File: src/include/lp20_params.svh
// Register map, CSRA bit positions and counter widths for the LP20 register block
// Included by the package and by any module that decodes addresses or CSRA bits

`ifndef LP20_PARAMS_SVH
`define LP20_PARAMS_SVH

//////////////////////////////
// Word addresses on the bus
//////////////////////////////

`define LP_ADDR_CSRA      2'd0
`define LP_ADDR_BAR       2'd1
`define LP_ADDR_BCTR      2'd2
`define LP_ADDR_PCTR      2'd3

//////////////////////////////
// CSRA bit positions
//////////////////////////////

`define LP_CSRA_ERR       15
`define LP_CSRA_PCZ       14
`define LP_CSRA_UNDC      13
`define LP_CSRA_VFURDY    12
`define LP_CSRA_ONLINE    11
`define LP_CSRA_DHLD      10
`define LP_CSRA_ECLR      9
`define LP_CSRA_INIT      8
`define LP_CSRA_DONE      7
`define LP_CSRA_IE        6
// Two-bit fields as low bit plus width
`define LP_CSRA_XAD       4
`define LP_CSRA_XAD_W     2
`define LP_CSRA_MODE      2
`define LP_CSRA_MODE_W    2
`define LP_CSRA_PAR       1
`define LP_CSRA_GO        0

//////////////////////////////
// Counter widths
//////////////////////////////

`define LP_BAR_W          16
`define LP_BCTR_W         12
`define LP_PCTR_W         12

`endif
File: src/verilog/lp20Pkg.sv
// Shared types for the LP20 register block
// Bus request, internal strobes, printer status and events, counter payloads

`default_nettype none

`include "lp20_params.svh"

package lp20Pkg;

   // Host request, held stable while req is high
   typedef struct packed {
      logic [1:0]  addr;
      logic [15:0] wdata;
      logic        write;
      logic        loByte;
      logic        hiByte;
   } busReqT;

   // One-cycle register write strobes plus the written word
   typedef struct packed {
      logic        csra;
      logic        bar;
      logic        bctr;
      logic        pctr;
      logic        loByte;
      logic        hiByte;
      logic [15:0] wdata;
   } regWrT;

   // Printer levels
   typedef struct packed {
      logic online;
      logic vfuRdy;
      logic lpe;
   } prtStatusT;

   // Pulses from the data path
   typedef struct packed {
      logic mpe;
      logic rpe;
      logic msyn;
      logic dte;
      logic undc;
      logic setDhld;
      logic clrDhld;
   } prtEventsT;

   // CSRA towards control
   typedef struct packed {
      logic init;
      logic err;
      logic ie;
      logic goWrite;
      logic goBit;
   } csraCtlT;

   // Control towards CSRA, all pulses except go
   typedef struct packed {
      logic go;
      logic cmdGo;
      logic setGoe;
      logic setDone;
      logic setPcz;
   } ctlEventsT;

   // Counter payloads
   typedef logic [`LP_BAR_W-1:0]  barT;
   typedef logic [`LP_BCTR_W-1:0] bctrT;
   typedef logic [`LP_PCTR_W-1:0] pctrT;

endpackage

`default_nettype wire

File: src/verilog/lp20Top.sv
// Top level of the LP20 register block
// Wires the bus decode, CSRA, transfer control and the three counters

`default_nettype none
`timescale 1ns/1ps

module lp20Top import lp20Pkg::*;
(
   input  logic        clk,
   input  logic        rst,
   input  logic        req,
   input  busReqT      busReq,
   output logic        ack,
   output logic [15:0] rdata,
   input  prtStatusT   status,
   input  prtEventsT   events,
   input  logic        charXfer,
   input  logic        formFeed,
   output logic        irq
);

   regWrT       regWr;
   logic        csraRead;
   logic [15:0] csraVal;
   csraCtlT     ctl;
   ctlEventsT   ctlEv;
   logic        setIrq;

   // Counter values and steps
   barT         barVal;
   bctrT        bctrVal;
   pctrT        pctrVal;
   logic        stepBar;
   logic        stepBctr;
   logic        stepPctr;
   logic        bctrZero;
   logic        pctrZero;

   //////////////////////////////
   // Bus side
   //////////////////////////////

   lpRegDecode u_decode (
      .clk      (clk),
      .rst      (rst),
      .req      (req),
      .busReq   (busReq),
      .ack      (ack),
      .rdata    (rdata),
      .regWr    (regWr),
      .csraRead (csraRead),
      .csraVal  (csraVal),
      .barVal   (barVal),
      .bctrVal  (bctrVal),
      .pctrVal  (pctrVal)
   );

   lpCsra u_csra (
      .clk     (clk),
      .rst     (rst),
      .regWr   (regWr),
      .status  (status),
      .events  (events),
      .ctlEv   (ctlEv),
      .ctl     (ctl),
      .setIrq  (setIrq),
      .csraVal (csraVal)
   );

   lpControl u_control (
      .clk      (clk),
      .rst      (rst),
      .ctl      (ctl),
      .status   (status),
      .charXfer (charXfer),
      .formFeed (formFeed),
      .bctrZero (bctrZero),
      .pctrZero (pctrZero),
      .csraRead (csraRead),
      .setIrq   (setIrq),
      .ctlEv    (ctlEv),
      .stepBar  (stepBar),
      .stepBctr (stepBctr),
      .stepPctr (stepPctr),
      .irq      (irq)
   );

   //////////////////////////////
   // Counters
   //////////////////////////////

   // Address wrap has no meaning to control
   lpCounter #(.cntT(barT)) u_bar (
      .clk (clk), .rst (rst), .load (regWr.bar), .loadVal (regWr.wdata),
      .step (stepBar), .value (barVal), .zeroHit ()
   );

   lpCounter #(.cntT(bctrT)) u_bctr (
      .clk (clk), .rst (rst), .load (regWr.bctr), .loadVal (regWr.wdata),
      .step (stepBctr), .value (bctrVal), .zeroHit (bctrZero)
   );

   lpCounter #(.cntT(pctrT)) u_pctr (
      .clk (clk), .rst (rst), .load (regWr.pctr), .loadVal (regWr.wdata),
      .step (stepPctr), .value (pctrVal), .zeroHit (pctrZero)
   );

endmodule

`default_nettype wire

File: src/verilog/lpControl.sv
// LP20 transfer control
// Starts and ends GO, gates counter steps and latches the interrupt line

`default_nettype none
`timescale 1ns/1ps

module lpControl import lp20Pkg::*;
(
   input  logic      clk,
   input  logic      rst,
   input  csraCtlT   ctl,
   input  prtStatusT status,
   input  logic      charXfer,
   input  logic      formFeed,
   input  logic      bctrZero,
   input  logic      pctrZero,
   input  logic      csraRead,
   input  logic      setIrq,
   output ctlEventsT ctlEv,
   output logic      stepBar,
   output logic      stepBctr,
   output logic      stepPctr,
   output logic      irq
);

   logic go;
   logic goCmd;
   logic goOk;

   //////////////////////////////
   // GO command
   //////////////////////////////

   assign goCmd = ctl.goWrite & ctl.goBit;
   // Printer must be on-line with no error pending
   assign goOk  = status.online & ~ctl.err;

   assign ctlEv.go      = go;
   assign ctlEv.cmdGo   = goCmd & goOk;
   assign ctlEv.setGoe  = goCmd & ~goOk;
   assign ctlEv.setDone = bctrZero;
   assign ctlEv.setPcz  = pctrZero;

   always_ff @(posedge clk or posedge rst)
   begin
      if (rst)
         go <= 1'b0;
      // Byte count, page count, error or INIT end the transfer
      else if (ctl.init | ctl.err | bctrZero | pctrZero)
         go <= 1'b0;
      else if (ctlEv.cmdGo)
         go <= 1'b1;
   end

   // Data-path pulses only count while GO
   assign stepBar  = go & charXfer;
   assign stepBctr = go & charXfer;
   assign stepPctr = go & formFeed;

   //////////////////////////////
   // Interrupt latch
   //////////////////////////////

   always_ff @(posedge clk or posedge rst)
   begin
      if (rst)
         irq <= 1'b0;
      // Reading CSRA acknowledges
      else if (ctl.init | csraRead)
         irq <= 1'b0;
      else if (setIrq & ctl.ie)
         irq <= 1'b1;
   end

endmodule

`default_nettype wire

File: src/verilog/lpCounter.sv
// Loadable up-counter used for the LP20 address, byte and page counters
// Payload type set by parameter, pulses zeroHit when a step wraps to zero

`default_nettype none
`timescale 1ns/1ps

module lpCounter #(
   parameter type cntT = logic [15:0]
)
(
   input  logic        clk,
   input  logic        rst,
   input  logic        load,
   input  logic [15:0] loadVal,
   input  logic        step,
   output cntT         value,
   output logic        zeroHit
);

   cntT nextVal;

   // Wraps at the payload width
   assign nextVal = value + cntT'(1);

   always_ff @(posedge clk or posedge rst)
   begin
      if (rst)
      begin
         value   <= '0;
         zeroHit <= 1'b0;
      end
      else
      begin
         zeroHit <= 1'b0;
         // Host load wins over a step in the same cycle
         if (load)
            value <= loadVal[$bits(cntT)-1:0];
         else if (step)
         begin
            value   <= nextVal;
            zeroHit <= (nextVal == '0);
         end
      end
   end

endmodule

`default_nettype wire

File: src/verilog/lpCsra.sv
// LP20 control and status register A
// Holds sticky status, host fields and the INIT and ECLR commands
// Also raises the interrupt-set pulse that control latches

`default_nettype none
`timescale 1ns/1ps

`include "lp20_params.svh"

module lpCsra import lp20Pkg::*;
(
   input  logic        clk,
   input  logic        rst,
   input  regWrT       regWr,
   input  prtStatusT   status,
   input  prtEventsT   events,
   input  ctlEventsT   ctlEv,
   output csraCtlT     ctl,
   output logic        setIrq,
   output logic [15:0] csraVal
);

   logic hiWrite;
   logic loWrite;
   logic init;
   logic eclr;
   logic setErr;

   // Previous printer levels
   logic lastOnline;
   logic lastVfuRdy;
   logic lastLpe;

   // Register bits
   logic err;
   logic pcz;
   logic undc;
   logic dhld;
   logic done;
   logic ie;
   logic par;
   logic [`LP_CSRA_XAD_W-1:0]  xad;
   logic [`LP_CSRA_MODE_W-1:0] mode;

   assign hiWrite = regWr.csra & regWr.hiByte;
   assign loWrite = regWr.csra & regWr.loByte;

   // Write-only commands, only seen during the write cycle
   assign init = hiWrite & regWr.wdata[`LP_CSRA_INIT];
   assign eclr = init | (hiWrite & regWr.wdata[`LP_CSRA_ECLR]);

   //////////////////////////////
   // Printer edge watchers
   //////////////////////////////

   always_ff @(posedge clk or posedge rst)
   begin
      if (rst)
      begin
         lastOnline <= 1'b0;
         lastVfuRdy <= 1'b0;
         lastLpe    <= 1'b0;
      end
      else
      begin
         lastOnline <= status.online;
         lastVfuRdy <= status.vfuRdy;
         lastLpe    <= status.lpe;
      end
   end

   // Any error source, printer going off-line or VFU dropping counts too
   assign setErr = events.mpe | events.rpe | events.msyn | events.dte | ctlEv.setGoe |
                   (lastOnline & ~status.online) |
                   (lastVfuRdy & ~status.vfuRdy) |
                   (status.lpe & ~lastLpe);

   //////////////////////////////
   // Sticky status
   //////////////////////////////

   always_ff @(posedge clk or posedge rst)
   begin
      if (rst)
      begin
         err  <= 1'b0;
         pcz  <= 1'b0;
         undc <= 1'b0;
         dhld <= 1'b0;
         done <= 1'b0;
      end
      else
      begin
         // ERR
         if (eclr)
            err <= 1'b0;
         else if (setErr)
            err <= 1'b1;
         // PCZ, also cleared by loading the page counter
         if (init | regWr.pctr)
            pcz <= 1'b0;
         else if (ctlEv.setPcz)
            pcz <= 1'b1;
         // UNDC cleared by an accepted GO
         if (ctlEv.cmdGo)
            undc <= 1'b0;
         else if (events.undc)
            undc <= 1'b1;
         // DHLD, pulses first then a host write
         if (init | events.clrDhld)
            dhld <= 1'b0;
         else if (events.setDhld)
            dhld <= 1'b1;
         else if (hiWrite)
            dhld <= regWr.wdata[`LP_CSRA_DHLD];
         // DONE set by INIT too
         if (regWr.bctr)
            done <= 1'b0;
         else if (init | ctlEv.setDone)
            done <= 1'b1;
      end
   end

   //////////////////////////////
   // Host fields
   //////////////////////////////

   always_ff @(posedge clk or posedge rst)
   begin
      if (rst)
      begin
         ie   <= 1'b0;
         par  <= 1'b0;
         xad  <= '0;
         mode <= '0;
      end
      else if (init)
      begin
         ie   <= 1'b0;
         par  <= 1'b0;
         xad  <= '0;
         mode <= '0;
      end
      else if (loWrite)
      begin
         ie   <= regWr.wdata[`LP_CSRA_IE];
         par  <= regWr.wdata[`LP_CSRA_PAR];
         xad  <= regWr.wdata[`LP_CSRA_XAD +: `LP_CSRA_XAD_W];
         mode <= regWr.wdata[`LP_CSRA_MODE +: `LP_CSRA_MODE_W];
      end
   end

   // Readback word
   always_comb
   begin
      csraVal                                     = '0;
      csraVal[`LP_CSRA_ERR]                       = err;
      csraVal[`LP_CSRA_PCZ]                       = pcz;
      csraVal[`LP_CSRA_UNDC]                      = undc;
      csraVal[`LP_CSRA_VFURDY]                    = status.vfuRdy;
      csraVal[`LP_CSRA_ONLINE]                    = status.online;
      csraVal[`LP_CSRA_DHLD]                      = dhld;
      csraVal[`LP_CSRA_ECLR]                      = eclr;
      csraVal[`LP_CSRA_INIT]                      = init;
      csraVal[`LP_CSRA_DONE]                      = done;
      csraVal[`LP_CSRA_IE]                        = ie;
      csraVal[`LP_CSRA_XAD +: `LP_CSRA_XAD_W]     = xad;
      csraVal[`LP_CSRA_MODE +: `LP_CSRA_MODE_W]   = mode;
      csraVal[`LP_CSRA_PAR]                       = par;
      csraVal[`LP_CSRA_GO]                        = ctlEv.go;
   end

   // To control
   assign ctl.init    = init;
   assign ctl.err     = err;
   assign ctl.ie      = ie;
   assign ctl.goWrite = loWrite;
   assign ctl.goBit   = regWr.wdata[`LP_CSRA_GO];

   // Interrupt causes, including any change of VFU-ready or on-line
   assign setIrq = setErr | ctlEv.setPcz | events.undc | ctlEv.setDone |
                   (status.vfuRdy ^ lastVfuRdy) | (status.online ^ lastOnline);

endmodule

`default_nettype wire

File: src/verilog/lpRegDecode.sv
// Four-phase req/ack bus slave for the LP20 registers
// Each request gives one write strobe or read pulse and returns read data on ack

`default_nettype none
`timescale 1ns/1ps

`include "lp20_params.svh"

module lpRegDecode import lp20Pkg::*;
(
   input  logic        clk,
   input  logic        rst,
   input  logic        req,
   input  busReqT      busReq,
   output logic        ack,
   output logic [15:0] rdata,
   output regWrT       regWr,
   output logic        csraRead,
   input  logic [15:0] csraVal,
   input  barT         barVal,
   input  bctrT        bctrVal,
   input  pctrT        pctrVal
);

   // Sampled req and its previous value
   logic   reqQ;
   logic   reqPrev;
   logic   accept;
   regWrT  wrNext;
   logic [15:0] readMux;

   // New request only on a rising req with ack low
   assign accept = reqQ & ~reqPrev & ~ack;

   //////////////////////////////
   // Write strobe decode
   //////////////////////////////

   always_comb
   begin
      wrNext        = '0;
      wrNext.wdata  = busReq.wdata;
      wrNext.loByte = busReq.loByte;
      wrNext.hiByte = busReq.hiByte;
      case (busReq.addr)
         `LP_ADDR_CSRA: wrNext.csra = 1'b1;
         `LP_ADDR_BAR:  wrNext.bar  = 1'b1;
         `LP_ADDR_BCTR: wrNext.bctr = 1'b1;
         default:       wrNext.pctr = 1'b1;
      endcase
   end

   // Read mux, narrow counters zero-extended
   always_comb
   begin
      case (busReq.addr)
         `LP_ADDR_CSRA: readMux = csraVal;
         `LP_ADDR_BAR:  readMux = barVal;
         `LP_ADDR_BCTR: readMux = {{(16-`LP_BCTR_W){1'b0}}, bctrVal};
         default:       readMux = {{(16-`LP_PCTR_W){1'b0}}, pctrVal};
      endcase
   end

   //////////////////////////////
   // Handshake FSM
   //////////////////////////////

   always_ff @(posedge clk or posedge rst)
   begin
      if (rst)
      begin
         reqQ     <= 1'b0;
         reqPrev  <= 1'b0;
         ack      <= 1'b0;
         regWr    <= '0;
         csraRead <= 1'b0;
      end
      else
      begin
         reqQ     <= req;
         reqPrev  <= reqQ;
         // Strobes last one cycle
         regWr    <= '0;
         csraRead <= 1'b0;
         if (accept)
         begin
            ack <= 1'b1;
            if (busReq.write)
               regWr <= wrNext;
            else
               csraRead <= (busReq.addr == `LP_ADDR_CSRA);
         end
         // Host has let go of req
         else if (ack && !reqQ)
            ack <= 1'b0;
      end
   end

   // Read data held while ack is high
   always_ff @(posedge clk)
   begin
      if (accept)
         rdata <= readMux;
   end

endmodule

`default_nettype wire

File: config.mk
export PLATFORM = sky130hd
export DESIGN_NAME = lp20Top
export DESIGN_NICKNAME = d
export VERILOG_FILES = /design/src/verilog/lp20Pkg.sv /design/src/verilog/lp20Top.sv /design/src/verilog/lpControl.sv /design/src/verilog/lpCounter.sv /design/src/verilog/lpCsra.sv /design/src/verilog/lpRegDecode.sv
export VERILOG_INCLUDE_DIRS = /design/src /design/src/include
export SDC_FILE = /design/constraint.sdc
export NUM_CORES = 1
export LEC_CHECK = 0
export BUFFER_PORTS_ARGS = -buffer_cell sky130_fd_sc_hd__buf_2
export CAP_MARGIN = 20
export CORE_MARGIN = 1.5
export CORE_UTILIZATION = 63
export DETAILED_ROUTE_END_ITERATION = 8
export GPL_TIMING_DRIVEN = 0
export PLACE_DENSITY_LB_ADDON = 0.25
export SYNTH_ARGS = -nofsm -noshare
export SYNTH_HDL_FRONTEND = slang
export SYNTH_SLANG_ARGS = --single-unit
export TNS_END_PERCENT = 20
File: constraint.sdc
create_clock -name clk -period 5.3 [get_ports clk]
set_input_delay 1.06 -clock clk [delete_from_list [all_inputs] [get_ports clk]]
set_output_delay 1.06 -clock clk [all_outputs]
set_load 0.03 [all_outputs]
Word level (Yosys, flattened, before mapping)
Index checks and enable logic that the tools add are counted.
Widths: inputs -> output; s select.
Operators by class
  mux-type cells: 44
  reduce and logical (&&, ||, !) cells: 18
  equal/unequal tests: 2
  bitwise operators: 45
  add/subtract/negate cells: 3
Operator list (count)
  $mux 12: 4
  $pmux 16 s3: 1
  $mux 22: 2
  $mux 16: 2
  $mux 1: 31
  $add 12x1->12 const B: 2
  $logic_not 12->1: 2
  $reduce_bool 2->1: 11
  $or 1x1->1: 20
  $add 16x1->16 const B: 1
  $and 1x1->1: 16
  $mux 2: 4
  $not 1->1: 7
  $reduce_bool 3->1: 1
  $reduce_or 3->1: 1
  $eq 2x1->1 const B: 1
  $eq 2x2->1 const B: 1
  $logic_not 2->1: 1
  $xor 1x1->1: 2
  $logic_and 1x1->1: 1
  $logic_not 1->1: 1
Word-level totals
  flip-flop bits (word level): 100
  output and inout port bits: 18
  word-level logic and storage cells: 143
  input bits: 36

Longest topological paths before layout
Gate-level depths: netlist of run 1.
  word-level depth: 16
  gate-level depth with buffers: 7
  depth with buffers taken out: 7

Modules after synthesis
From an unflattened synthesis of run 1, not the netlist that was laid out.
Second synthesis, totals
  cells, all modules: 530
  area total of the unflattened synthesis: 5447.7 µm²
By module, submodules not included
  lpRegDecode: area each 1745.4 µm², sequential area each 1131.1 µm², cells each 100, times used 1
  lpCounter (u_bctr ...): area each 863.3 µm², sequential area each 325.3 µm², cells each 101, times used 2
  lpCounter (u_bar): area each 1097.3 µm², sequential area each 425.4 µm², cells each 131, times used 1
  lpCsra: area each 732.0 µm², sequential area each 350.3 µm², cells each 80, times used 1
  lpControl: area each 146.4 µm², sequential area each 50.0 µm², cells each 17, times used 1

Worst setup path before layout of run 1
Ideal clock, no wire load.
  path type: input to register
  start: input status[2] (netlist name)
  end: register u_control.irq
  stages on the path: 7
  library setup time: 120 ps
  path slack: 2860 ps
  data arrival time: 2320 ps
  path buffers: 0
  required time: 5180 ps
  path through: inv_1 -> ha_1 -> or4_4 -> a2111oi_4 -> nand3_1 -> a21oi_1 -> nor3_1
On the way
  longest elaborated chain between the ends: 14
  elaborated cells on any way between the ends: 17
  classes of those cells: 16 x bitwise; 1 x reduce/logical
RTL lines
  from (decl): RTL line lp20Top.sv:15  | input prtStatusT status,
  $and 1x1->1: RTL line lpControl.sv:36  | assign goOk = status.online & ~ctl.err;
  $not 1->1: RTL line lpControl.sv:40  | assign ctlEv.setGoe = goCmd & ~goOk;
  $and 1x1->1: RTL line lpControl.sv:40
  $or 1x1->1 (2 in a row): RTL line lpCsra.sv:73  | assign setErr = events.mpe | events.rpe | events.msyn | events.dte | ctlEv.setGoe |
  $or 1x1->1: RTL line lpCsra.sv:74  | (lastOnline & ~status.online) |
  $or 1x1->1: RTL line lpCsra.sv:75  | (lastVfuRdy & ~status.vfuRdy) |
  $or 1x1->1 (4 in a row): RTL line lpCsra.sv:181  | assign setIrq = setErr | ctlEv.setPcz | events.undc | ctlEv.setDone |
  $or 1x1->1 (*): RTL line lpCsra.sv:182  | (status.vfuRdy ^ lastVfuRdy) | (status.online ^ lastOnline);
  $and 1x1->1 (*): RTL line lpControl.sv:71  | else if (setIrq & ctl.ie)
  $reduce_bool 2->1 (no source line) (*)
  to (signal assigned): RTL line lpControl.sv:67  | irq <= 1'b0;
  to (signal assigned): RTL line lpControl.sv:70  | irq <= 1'b0;
  to (signal assigned): RTL line lpControl.sv:72  | irq <= 1'b1;
  to (decl): RTL line lpControl.sv:23  | output logic irq
Mark *: on every way between the ends. The rest lies on a longest branch, timed or not.
A chain may end at the register's enable or synchronous reset.

Worst setup path in the final report of run 1
Ends and elaborated chain as after synthesis.

==> out/qor.txt, run 1 <==
Ratio of cells with drive above 1 in the final layout -> 0.1922
Setup repair bufs after CTS -> 0
Peak ir drop on the vdd network -> 0.0002308 V
Finished Cell Area -> 5553 sq um
Number of diodes added for antenna fixing -> 0
Area delta synth->final -> 13.39%
Initial cell density of the core -> 0.6645
Number of detailed-route iterations in the first pass -> 7
Critical path depth -> 8
Final global-route overflow total -> 0
Result of the run -> complete, no violations
Part of the Yosys area used for sequential elements -> 0.5273
Ratio of routed vias to standard cells -> 6.106
Bufs and invs on worst path -> 2
Number of clock sinks -> 100
Sequence of cells on the critical path -> buf_2 > inv_1 > ha_1 > or4_4 > a2111oi_4 > nand3_1 > a21oi_1 > nor3_1
CTS resizes -> 0
Number of routed nets with antenna violations -> 0
Critical path peak fanout -> 5
Pwr dens -> 333.4 nW/um^2
# Max-Cap Violations -> 0
Post-CTS Hold Buffers -> 0
Kind of start point of the critical path -> input pin
Floorplan core area -> 7370 sq um
Setup skew after layout -> 0.007603 ns
Number of different library cells in the post-synthesis netlist -> 42
Capturing element type of the critical path -> register
Routed wirelength normalized by instance count -> 17.95 microns
Startpoint of the worst hold path -> u_decode.reqQ$_DFF_PP0_
Vias in the first global route -> 3,741
Clock Latency Late Sink -> 0.36 ns
Lkg Pwr -> 2.350 nW
Setup slack of the worst register-to-register path -> 3.40 ns
RSZ-0062 raised after global routing -> no
Number of buffers inserted during clock tree synthesis -> 9
Maximum clock path buffer count -> 2
Aggregate negative setup slack -> 0 ns
Worst endpoint required time -> 5.56 ns
Hold violation count in the final report -> 0
Port buffer count -> 53
Worst Hold Margin -> 0.4128 ns
Number of nets in the final layout -> 574
Rows -> 31
WL final -> 11.40 mm
CTS tree -> done
Leading register cell type out of synthesis -> sky130_fd_sc_hd__dfrtp_1
Maximum level of the CTS H-tree -> 3
Min Tclk post-route -> 2.419 ns
Category of the most critical setup path -> input pin to register
DP Wirelength -> 8.515 mm
Proportion of register bits with asynchronous set or reset after synthesis -> 0.8400
Critical Path AT -> 2.68 ns
Dominant delay contributor by cell family on the critical path -> simple AND/OR/NAND/NOR gates
Global-route usage over all layers -> 0.2971
Final weighted congestion of routability-driven global placement -> 0.9030
Remaining design rule violation count -> 0
Global-route wire length before repair -> 18.84 mm
Antenna violations before repair -> 0
Average size of a mapped cell -> 10.53 sq um
Relative slew margins -> 0.6541
Ports placed on the boundary -> 54
Critical R2R Capture -> u_pctr.zeroHit$_DFF_PP0_
Slew at the pin closest to its max-slew limit -> 0.5189 ns
Count of mapped cells out of synthesis -> 465
Fin crit share -> 0.4565
1st-iter DRT viols -> 270
Die Ht -> 91.17 microns
Number of synthesized flops with an enable pin -> 16
Worst min-delay path category -> register to register
Post-Syn Area -> 4897 sq um
Reg-to-Reg Start -> u_pctr.value[0]$_DFFE_PP0P_
Largest incremental delay on the critical path -> 0.43 ns
Highest clock rate -> 0.4133 GHz
Die width -> 91.17 microns
Filler cells -> 513
Final number of max-transition violations -> 0
DR vias -> 3,877
Total number of yosys warnings -> 0
Synthesized netlist net count -> 508
Path depth of the worst reg2reg path -> 5
Number of setup violations in the final report -> 0
Cell at the root of the clock tree -> sky130_fd_sc_hd__clkbuf_8
Post-Place Cell Area -> 5316 sq um
Number of storage elements in the synthesis netlist -> 100
Slowest-stage cell, CP -> sky130_fd_sc_hd__or4_4
Die area -> 8311 sq um
Total power of the final layout -> 1.851 mW
Endpoint of the worst setup timing path -> u_control.irq$_DFFE_PP0P_
Pin count of the biggest net entering global routing -> 57
Source of the critical timing path -> status[2]
Worst-path clk slew -> 0.10 ns
## through the flow
stage	cells	util	worst slack (ns)
2_1_floorplan	465	-	2.075
3_3_place_gp	617	0.7173	1.144
3_5_place_dp	618	0.7214	2.510
4_1_cts	634	0.7514	2.891
5_1_grt	635	0.7535	2.792
6_report	635	0.7535	2.881
## state kept, by name, summed over array words and instances, names as in the netlist, 2 cells and up
signal / flops
u_decode.regWr: 22
u_bar.value: 16
u_decode.rdata: 16
u_bctr.value: 12
u_pctr.value: 12
u_csra.mode: 2
u_csra.xad: 2
## cells in the final DEF, fill, tap and decap left out, drive strengths merged, types with 16 or more instances in the layout
cell and instances:
dfrtp 84, nand2 72, buf 65, o21ai 47
clkbuf 29, nor2 28, and3 25, xnor2 22
xor2 19, nand3 16, edfxtp 16
## cell usage after synthesis (2+ instances only)
cell type	n	area, sq um
sky130_fd_sc_hd__and3_1	24	150.1
sky130_fd_sc_hd__a31oi_1	5	31.28
sky130_fd_sc_hd__nand3_1	16	80.08
sky130_fd_sc_hd__o21ai_1	2	10.01
sky130_fd_sc_hd__nand4_1	11	68.82
sky130_fd_sc_hd__xnor2_1	22	192.7
sky130_fd_sc_hd__buf_6	2	22.52
sky130_fd_sc_hd__edfxtp_1	16	480.5
sky130_fd_sc_hd__and2_1	3	18.77
sky130_fd_sc_hd__nor3_1	11	55.05
sky130_fd_sc_hd__nor4_1	8	50.05
sky130_fd_sc_hd__o21ai_0	45	225.2
sky130_fd_sc_hd__nor3b_1	3	22.52
sky130_fd_sc_hd__nand2_1	72	270.3
sky130_fd_sc_hd__xor2_1	19	166.4
sky130_fd_sc_hd__ha_1	7	87.58
sky130_fd_sc_hd__and4_1	2	17.52
sky130_fd_sc_hd__clkbuf_2	3	15.01
sky130_fd_sc_hd__nor2_1	28	105.1
sky130_fd_sc_hd__clkbuf_1	17	63.81
sky130_fd_sc_hd__mux2i_1	7	70.07
sky130_fd_sc_hd__a21boi_0	2	15.01
sky130_fd_sc_hd__inv_1	10	37.54
sky130_fd_sc_hd__dfrtp_1	84	2102
sky130_fd_sc_hd__buf_4	3	22.52
sky130_fd_sc_hd__a21oi_1	12	60.06
sky130_fd_sc_hd__mux4_2	12	270.3
sky130_fd_sc_hd__buf_2	5	25.02
## final cells by class
| class | instances | area, sq um | share of cell area |
|---|---|---|---|
| repair buffers | 55 | 307.8 | 0.05543 |
| clock inverters | 7 | 97.59 | 0.01758 |
| inverters | 10 | 40.04 | 0.007210 |
| clock buffers | 9 | 123.9 | 0.02231 |
| flip-flops and latches | 100 | 2582 | 0.4651 |
| multi-input cells | 325 | 2128 | 0.3833 |
| well taps | 99 | 123.9 | 0.02231 |
| plain buffers | 30 | 148.9 | 0.02681 |
## worst register-to-register path, cell delays in order (launching register included)
cell and delay (ns):
sky130_fd_sc_hd__dfrtp_1 0.48, sky130_fd_sc_hd__ha_1 0.25, sky130_fd_sc_hd__nand3_1 0.21, sky130_fd_sc_hd__nor4_1 0.29, sky130_fd_sc_hd__o21ai_0 0.12, sky130_fd_sc_hd__nor4_1 0.41
## power by group
part / total, mW / switching, mW / internal, mW
Clock: 0.536 / 0.267 / 0.270
Combinational: 0.337 / 0.182 / 0.155
Sequential: 0.978 / 0.106 / 0.871
## logic make-up after synthesis
group           synth area share
xor+xnor                 0.07333
flops                     0.5273
fa+ha+maj                0.01788
mux                      0.06949
simple gates              0.1949
buf+inv                  0.03807
compound gates           0.07895
## how the worst min path moves through the flow
| stage | slack, ns | cells after the start | to |
|---|---|---|---|
| after global routing | 0.42 | 0 | u_decode.reqPrev$_DFF_PP0_ |
| after CTS | 0.42 | 0 | u_decode.reqPrev$_DFF_PP0_ |
| after global placement | 0.37 | 0 | u_decode.reqPrev$_DFF_PP0_ |
| after detailed placement | 0.39 | 0 | u_decode.reqPrev$_DFF_PP0_ |
| after floorplan | 0.36 | 0 | u_decode.reqPrev$_DFF_PP0_ |
| final | 0.41 | 0 | u_decode.reqPrev$_DFF_PP0_ |
## per-layer routing
layer  global-route usage  vias up  part of all wire
li1                     -     1766                 -
met1               0.3869     1865              0.40
met2               0.4963      214              0.49
met3              0.07621       32             0.095
met4              0.08073        0             0.024
met5                    0        -                 0
Power figures use the tool's default switching activity.
==> inputs of run 2 (changes only) <==
--- a/config.mk
+++ b/config.mk
@@ -6,10 +6,11 @@
 export SDC_FILE = /design/constraint.sdc
 export NUM_CORES = 1
 export LEC_CHECK = 0
+export ABC_AREA = 1
 export BUFFER_PORTS_ARGS = -buffer_cell sky130_fd_sc_hd__buf_2
 export CAP_MARGIN = 20
 export CORE_MARGIN = 1.5
-export CORE_UTILIZATION = 63
+export CORE_UTILIZATION = 59
 export DETAILED_ROUTE_END_ITERATION = 8
 export GPL_TIMING_DRIVEN = 0
 export PLACE_DENSITY_LB_ADDON = 0.25
==> constraint.sdc (replaced) <==
create_clock -name clk -period 2.24 [get_ports clk]
set_input_delay 0.448 -clock clk [delete_from_list [all_inputs] [get_ports clk]]
set_output_delay 0.448 -clock clk [all_outputs]
set_load 0.03 [all_outputs]
==> out/qor.txt, run 2 <==
Result of the run -> complete, no violations
Count leader, synth -> sky130_fd_sc_hd__nand2_1
Ratio of routed vias to standard cells -> 6.006
Design internal power -> 2.930 mW
Synthesized-area fraction occupied by adder cells -> 0.01731
Compound-cell area share of the yosys netlist -> 0.1311
Capturing element type of the critical path -> register
Reg power frac -> 0.520
Number of different library cells in the post-synthesis netlist -> 38
Synthesized netlist net count -> 640
CTS tree -> done
Post-Place Cell Area -> 5515 sq um
Reg-to-Reg Start -> u_bctr.value[0]$_DFFE_PP0P_
Port buffer count -> 52
Fin crit share -> 0.8146
# Max-Cap Violations -> 0
Switching Fraction -> 0.3465
Count of mapped cells out of synthesis -> 597
WL final -> 13.38 mm
Hold violation count in the final report -> 0
Clock Latency Late Sink -> 0.36 ns
Critical path peak fanout -> 9
Global-route usage over all layers -> 0.3223
Number of routed nets with antenna violations -> 0
Number of setup violations in the final report -> 0
Peak ir drop on the vdd network -> 0.0003932 V
Number of diodes added for antenna fixing -> 0
Proportion of register bits with asynchronous set or reset after synthesis -> 0.8400
Kind of start point of the critical path -> register
Die width -> 95.61 microns
Die Ht -> 95.61 microns
Final global-route overflow total -> 0
Maximum clock path buffer count -> 2
RSZ-0062 raised after global routing -> no
Number of detailed-route iterations in the first pass -> 5
Rows -> 33
Dominant combinational cell family by area after synthesis -> simple AND/OR/NAND/NOR gates
1st-iter DRT viols -> 406
Finished Cell Area -> 5699 sq um
Highest-count cells in the layout ignoring fill and taps -> sky130_fd_sc_hd__nand2_1 (151), sky130_fd_sc_hd__dfrtp_1 (84), sky130_fd_sc_hd__inv_1 (77)
Most common cell after layout, fill and taps aside -> sky130_fd_sc_hd__nand2_1
Main area contributors after synthesis -> sky130_fd_sc_hd__dfrtp_1 (42%), sky130_fd_sc_hd__nand2_1 (11%), sky130_fd_sc_hd__edfxtp_1 (9.5%), sky130_fd_sc_hd__inv_1 (5.8%), sky130_fd_sc_hd__nor2_1 (4.0%)
Ports placed on the boundary -> 54
Switch Pwr -> 1.554 mW
Number of clock sinks -> 100
Top reg by flops -> u_decode.regWr
Multiplexer fraction of the synthesized cell area -> 0
Vias in the first global route -> 4,288
Number of buffers inserted during clock tree synthesis -> 9
Area delta synth->final -> 12.64%
Post-Syn Area -> 5060 sq um
Min Tclk post-route -> 1.825 ns
Remaining design rule violation count -> 0
Number of synthesized flops with an enable pin -> 16
Relative contribution of combinational cells to total power -> 0.233
Aggregate negative setup slack -> 0 ns
DP Wirelength -> 10.05 mm
Worst-path clk slew -> 0.10 ns
Source of the critical timing path -> u_bctr.value[0]$_DFFE_PP0P_
Max FFs per register -> 22
Setup repair bufs after CTS -> 0
Setup skew after layout -> 0.01099 ns
Highest clock rate -> 0.5480 GHz
Pwr dens -> 786.8 nW/um^2
Leading register cell type out of synthesis -> sky130_fd_sc_hd__dfrtp_1
Total number of yosys warnings -> 0
Largest registers -> u_decode.regWr (22), u_bar.value (16), u_decode.rdata (16)
Filler cells -> 702
Ratio of cells with drive above 1 in the final layout -> 0.1467
Largest area contributor in the synthesized netlist -> sky130_fd_sc_hd__dfrtp_1
Initial cell density of the core -> 0.6127
Worst min-delay path category -> input pin to async pin
Core utilization of the finished layout -> 0.6902
Worst endpoint required time -> 2.53 ns
Xor and xnor fraction of the mapped netlist area -> 0.02077
Antenna violations before repair -> 0
Number of storage elements in the synthesis netlist -> 100
Most common library cells after synthesis -> sky130_fd_sc_hd__nand2_1 (151), sky130_fd_sc_hd__dfrtp_1 (84), sky130_fd_sc_hd__inv_1 (78)
Routed wirelength normalized by instance count -> 17.31 microns
Simple logic cell fraction of the synthesized area -> 0.2446
Critical Path AT -> 2.12 ns
Top cell type's share of synthesized area -> 0.4154
CTS resizes -> 0
Worst Hold Margin -> 0.1505 ns
DR vias -> 4,643
Proportion of power drawn by the clock network -> 0.247
Cell at the root of the clock tree -> sky130_fd_sc_hd__clkbuf_8
Number of nets in the final layout -> 706
Pin count of the biggest net entering global routing -> 35
Part of the Yosys area used for sequential elements -> 0.5104
Relative slew margins -> 0.4940
Die area -> 9140 sq um
Slew at the pin closest to its max-slew limit -> 0.7549 ns
Final weighted congestion of routability-driven global placement -> 0.9555
Average size of a mapped cell -> 8.475 sq um
Floorplan core area -> 8258 sq um
Global-route wire length before repair -> 21.69 mm
Lkg Pwr -> 2.698 nW
Maximum level of the CTS H-tree -> 3
Post-CTS Hold Buffers -> 0
Category of the most critical setup path -> register to register
Final number of max-transition violations -> 0
-- run 2: metal layers --
| layer | up-vias | GRT usage | wire length [microns] |
|---|---|---|---|
| met4 | 0 | 0.1495 | 612 |
| met2 | 289 | 0.5047 | 6233 |
| met1 | 2160 | 0.4412 | 5157 |
| li1 | 2144 | - | - |
| met5 | - | 0 | 0 |
| met3 | 50 | 0.05024 | 1379 |
-- run 2: worst max-delay path: stages, from the launching register on --
cell                      delay (ns)
sky130_fd_sc_hd__dfrtp_1        0.51
sky130_fd_sc_hd__ha_1           0.24
sky130_fd_sc_hd__buf_2          0.16
sky130_fd_sc_hd__nor2_1         0.11
sky130_fd_sc_hd__nor2_1         0.08
sky130_fd_sc_hd__nor2_1         0.11
sky130_fd_sc_hd__nand3_1        0.08
sky130_fd_sc_hd__nor3_1         0.20
sky130_fd_sc_hd__nand4_1        0.15
sky130_fd_sc_hd__nor2_1         0.11
-- run 2: stage by stage --
stage                     instances  worst slack (ns)  power [mW]
after floorplan                 597           -0.1534       3.054
after global placement          754           -0.9370       3.326
after detailed placement        757            0.4286       3.380
after CTS                       773            0.4669       4.466
after global routing            773            0.2651       4.696
final                           773            0.4152       4.484
-- run 2: final timing paths --
| path | to | slack, ns | cells past startpoint |
|---|---|---|---|
| worst max-delay path | u_bctr.zeroHit$_DFF_PP0_ | 0.42 | 9 |
| worst min-delay path | u_decode.regWr[7]$_DFF_PP0_ | 0.15 | 2 |
| worst max register to register | u_bctr.zeroHit$_DFF_PP0_ | 0.42 | 9 |
| worst min register to register | u_decode.reqPrev$_DFF_PP0_ | 0.42 | 0 |
| max in group asynchronous | u_bar.value[0]$_DFFE_PP0P_ | 1.52 | 3 |
| min in group clk | u_decode.reqQ$_DFF_PP0_ | 0.19 | 1 |
-- run 2: logic make-up (layout without fill, tap and decap cells) --
family,Yosys count,in the layout
AO/OA/AOI/OAI,99,99
XOR/XNOR,12,12
adder cells (fa/ha/maj),7,7
buffers and inverters,99,170
flip-flops,100,100
AND/OR/NAND/NOR,280,280
-- run 2: area by class of cell --
type | instances | area, sq um | area share
plain buffers | 17 | 76.32 | 0.01339
multi-input cells | 398 | 2098 | 0.3682
well taps | 105 | 131.4 | 0.02305
flip-flops and latches | 100 | 2582 | 0.4531
clock buffers | 11 | 152.6 | 0.02678
repair buffers | 55 | 315.3 | 0.05532
inverters | 82 | 311.5 | 0.05467
clock inverters | 5 | 31.28 | 0.005488
-- run 2: power by group through the flow --
stage | combinational, mW | sequential [mW] | clock [mW]
6_report | 1.04 | 2.33 | 1.11
5_1_grt | 1.16 | 2.36 | 1.17
4_1_cts | 1.03 | 2.32 | 1.11
3_5_place_dp | 1.03 | 2.35 | 0
3_3_place_gp | 0.979 | 2.35 | 0
2_1_floorplan | 0.712 | 2.34 | 0
==> inputs of run 3 (changes only) <==
==> constraint.sdc (replaced) <==
create_clock -name clk -period 1.75 [get_ports clk]
set_input_delay 0.35 -clock clk [delete_from_list [all_inputs] [get_ports clk]]
set_output_delay 0.35 -clock clk [all_outputs]
set_load 0.03 [all_outputs]
==> out/qor.txt, run 3 (same netlist as run 2, synthesis figures left out) <==
Number of routed nets with antenna violations -> 0
Maximum level of the CTS H-tree -> 3
Relative slew margins -> 0.5849
Design internal power -> 3.757 mW
Switching Fraction -> 0.3468
Ports placed on the boundary -> 54
DR WL met3 -> 1.144 mm
Die area -> 9140 sq um
Min Tclk post-route -> 1.693 ns
Max FFs per register -> 22
Category of the most critical setup path -> register to register
Relative contribution of combinational cells to total power -> 0.233
Final weighted congestion of routability-driven global placement -> 0.9555
RSZ-0062 raised after global routing -> yes
Highest clock rate -> 0.5906 GHz
FF+latch area -> 2586 sq um
Die Ht -> 95.61 microns
Worst Hold Margin -> 0.05101 ns
Maximum clock path buffer count -> 2
Highest-count cells in the layout ignoring fill and taps -> sky130_fd_sc_hd__nand2_1 (151), sky130_fd_sc_hd__dfrtp_1 (81), sky130_fd_sc_hd__inv_1 (77)
Remaining design rule violation count -> 0
Final global-route overflow total -> 0
Worst setup slack before clock tree synthesis -> -0.01755 ns
1st-iter DRT viols -> 392
Least setup slack across all paths after layout -> 0.05689 ns
Proportion of power drawn by the clock network -> 0.247
Met2 wire length -> 6.346 mm
Setup slack of the worst register-to-register path -> 0.06 ns
Critical Path AT -> 1.99 ns
Pin count of the biggest net entering global routing -> 35
Post-CTS Hold Buffers -> 0
Peak ir drop on the vdd network -> 0.0005028 V
Number of nets in the final layout -> 706
Global-route usage over all layers -> 0.3223
Number of placed instances, taps included -> 757
Filler cells -> 692
DP Wirelength -> 10.05 mm
Result of the run -> complete, no violations
WL final -> 13.42 mm
Multi-input gate area in the final layout -> 2125 sq um
Worst endpoint required time -> 2.05 ns
Pwr dens -> 1004 nW/um^2
Top reg by flops -> u_decode.regWr
Number of detailed-route iterations in the first pass -> 5
CTS tree -> done
Port buffer count -> 52
Antenna violations before repair -> 0
Highest routed metal layer -> met4
Fin crit share -> 0.9675
Largest registers -> u_decode.regWr (22), u_bar.value (16), u_decode.rdata (16)
Final number of max-transition violations -> 0
Reg-to-Reg Start -> u_bctr.value[0]$_DFFE_PP0P_
Global-route wire length before repair -> 21.69 mm
Hold violation count in the final report -> 0
Switch Pwr -> 1.995 mW
Most common cell after layout, fill and taps aside -> sky130_fd_sc_hd__nand2_1
Cell at the root of the clock tree -> sky130_fd_sc_hd__clkbuf_8
Slew at the pin closest to its max-slew limit -> 0.6213 ns
Critical R2R Capture -> u_bctr.zeroHit$_DFF_PP0_
Area delta synth->final -> 13.23%
Aggregate negative setup slack -> 0 ns
Floorplan core area -> 8258 sq um
Capturing element type of the critical path -> register
Routed wirelength normalized by instance count -> 17.36 microns
Finished Cell Area -> 5729 sq um
Rows -> 33
WL met1 -> 5.413 mm
Critical path peak fanout -> 9
Ratio of routed vias to standard cells -> 5.970
Vias in the first global route -> 4,288
Number of setup violations in the final report -> 0
Setup repair bufs after CTS -> 0
Setup skew after layout -> 0.009755 ns
Lkg Pwr -> 2.698 nW
Worst-path clk slew -> 0.09 ns
Post-Place Cell Area -> 5515 sq um
Die width -> 95.61 microns
Initial cell density of the core -> 0.6127
Kind of start point of the critical path -> register
Core utilization of the finished layout -> 0.6938
Number of clock sinks -> 100
DR vias -> 4,615
Non-filler cells in the finished layout -> 773
# Max-Cap Violations -> 0
Ratio of cells with drive above 1 in the final layout -> 0.1602
Total power of the final layout -> 5.752 mW
Reg power frac -> 0.520
Path depth of the worst reg2reg path -> 9
Number of buffers inserted during clock tree synthesis -> 9
Number of diodes added for antenna fixing -> 0
Worst min-delay path category -> input pin to async pin
Clock Latency Late Sink -> 0.37 ns
## run 3: power groups by stage
stage	Sequential [mW]	Combinational, mW	Clock [mW]
after global routing	3.03	1.49	1.50
after floorplan	3.00	0.911	0
final	2.99	1.34	1.42
after detailed placement	3.01	1.31	0
after CTS	2.97	1.32	1.43
after global placement	3.00	1.25	0
## run 3: how the worst max path moves through the flow
| stage | startpoint | endpoint | cells after the start |
|---|---|---|---|
| final | u_bctr.value[0]$_DFFE_PP0P_ | u_bctr.zeroHit$_DFF_PP0_ | 9 |
| after detailed placement | u_bctr.value[0]$_DFFE_PP0P_ | u_bctr.zeroHit$_DFF_PP0_ | 9 |
| after CTS | u_bctr.value[0]$_DFFE_PP0P_ | u_bctr.zeroHit$_DFF_PP0_ | 9 |
| after global routing | u_bctr.value[0]$_DFFE_PP0P_ | u_bctr.zeroHit$_DFF_PP0_ | 9 |
| after global placement | u_decode.ack$_DFFE_PP0P_ | u_decode.regWr[20]$_DFF_PP0_ | 3 |
| after floorplan | u_decode.ack$_DFFE_PP0P_ | u_decode.csraRead$_DFF_PP0_ | 4 |
## run 3: cell type report
| cell class | instances | share of cell area |
|---|---|---|
| sequential | 100 | 0.4514 |
| multi-input combinational | 398 | 0.3708 |
| timing repair buffer | 55 | 0.05503 |
| inverter | 82 | 0.05438 |
| clock buffer | 11 | 0.02664 |
| tap | 105 | 0.02293 |
| buffer | 17 | 0.01332 |
| clock inverter | 5 | 0.005460 |
## run 3: repair_timing
item                                    4_1_cts  5_1_grt
endpoints found under the setup margin        1       29
pin swaps                                     0        0
resized for setup                             1        9
## run 3: layer usage
| layer | vias up | global-route usage |
|---|---|---|
| met2 | 253 | 0.5047 |
| met3 | 42 | 0.05024 |
| met5 | - | 0 |
| met4 | 0 | 0.1495 |
| li1 | 2133 | - |
| met1 | 2187 | 0.4412 |
## run 3: worst max-delay path, cell delays in order (launching register included)
cell and delay (ns):
sky130_fd_sc_hd__dfrtp_2 0.49, sky130_fd_sc_hd__ha_1 0.21, sky130_fd_sc_hd__buf_2 0.16, sky130_fd_sc_hd__nor2_1 0.11, sky130_fd_sc_hd__nor2_1 0.08, sky130_fd_sc_hd__nor2_1 0.11
sky130_fd_sc_hd__nand3_1 0.09, sky130_fd_sc_hd__nor3_2 0.14, sky130_fd_sc_hd__nand4_1 0.13, sky130_fd_sc_hd__nor2_1 0.10
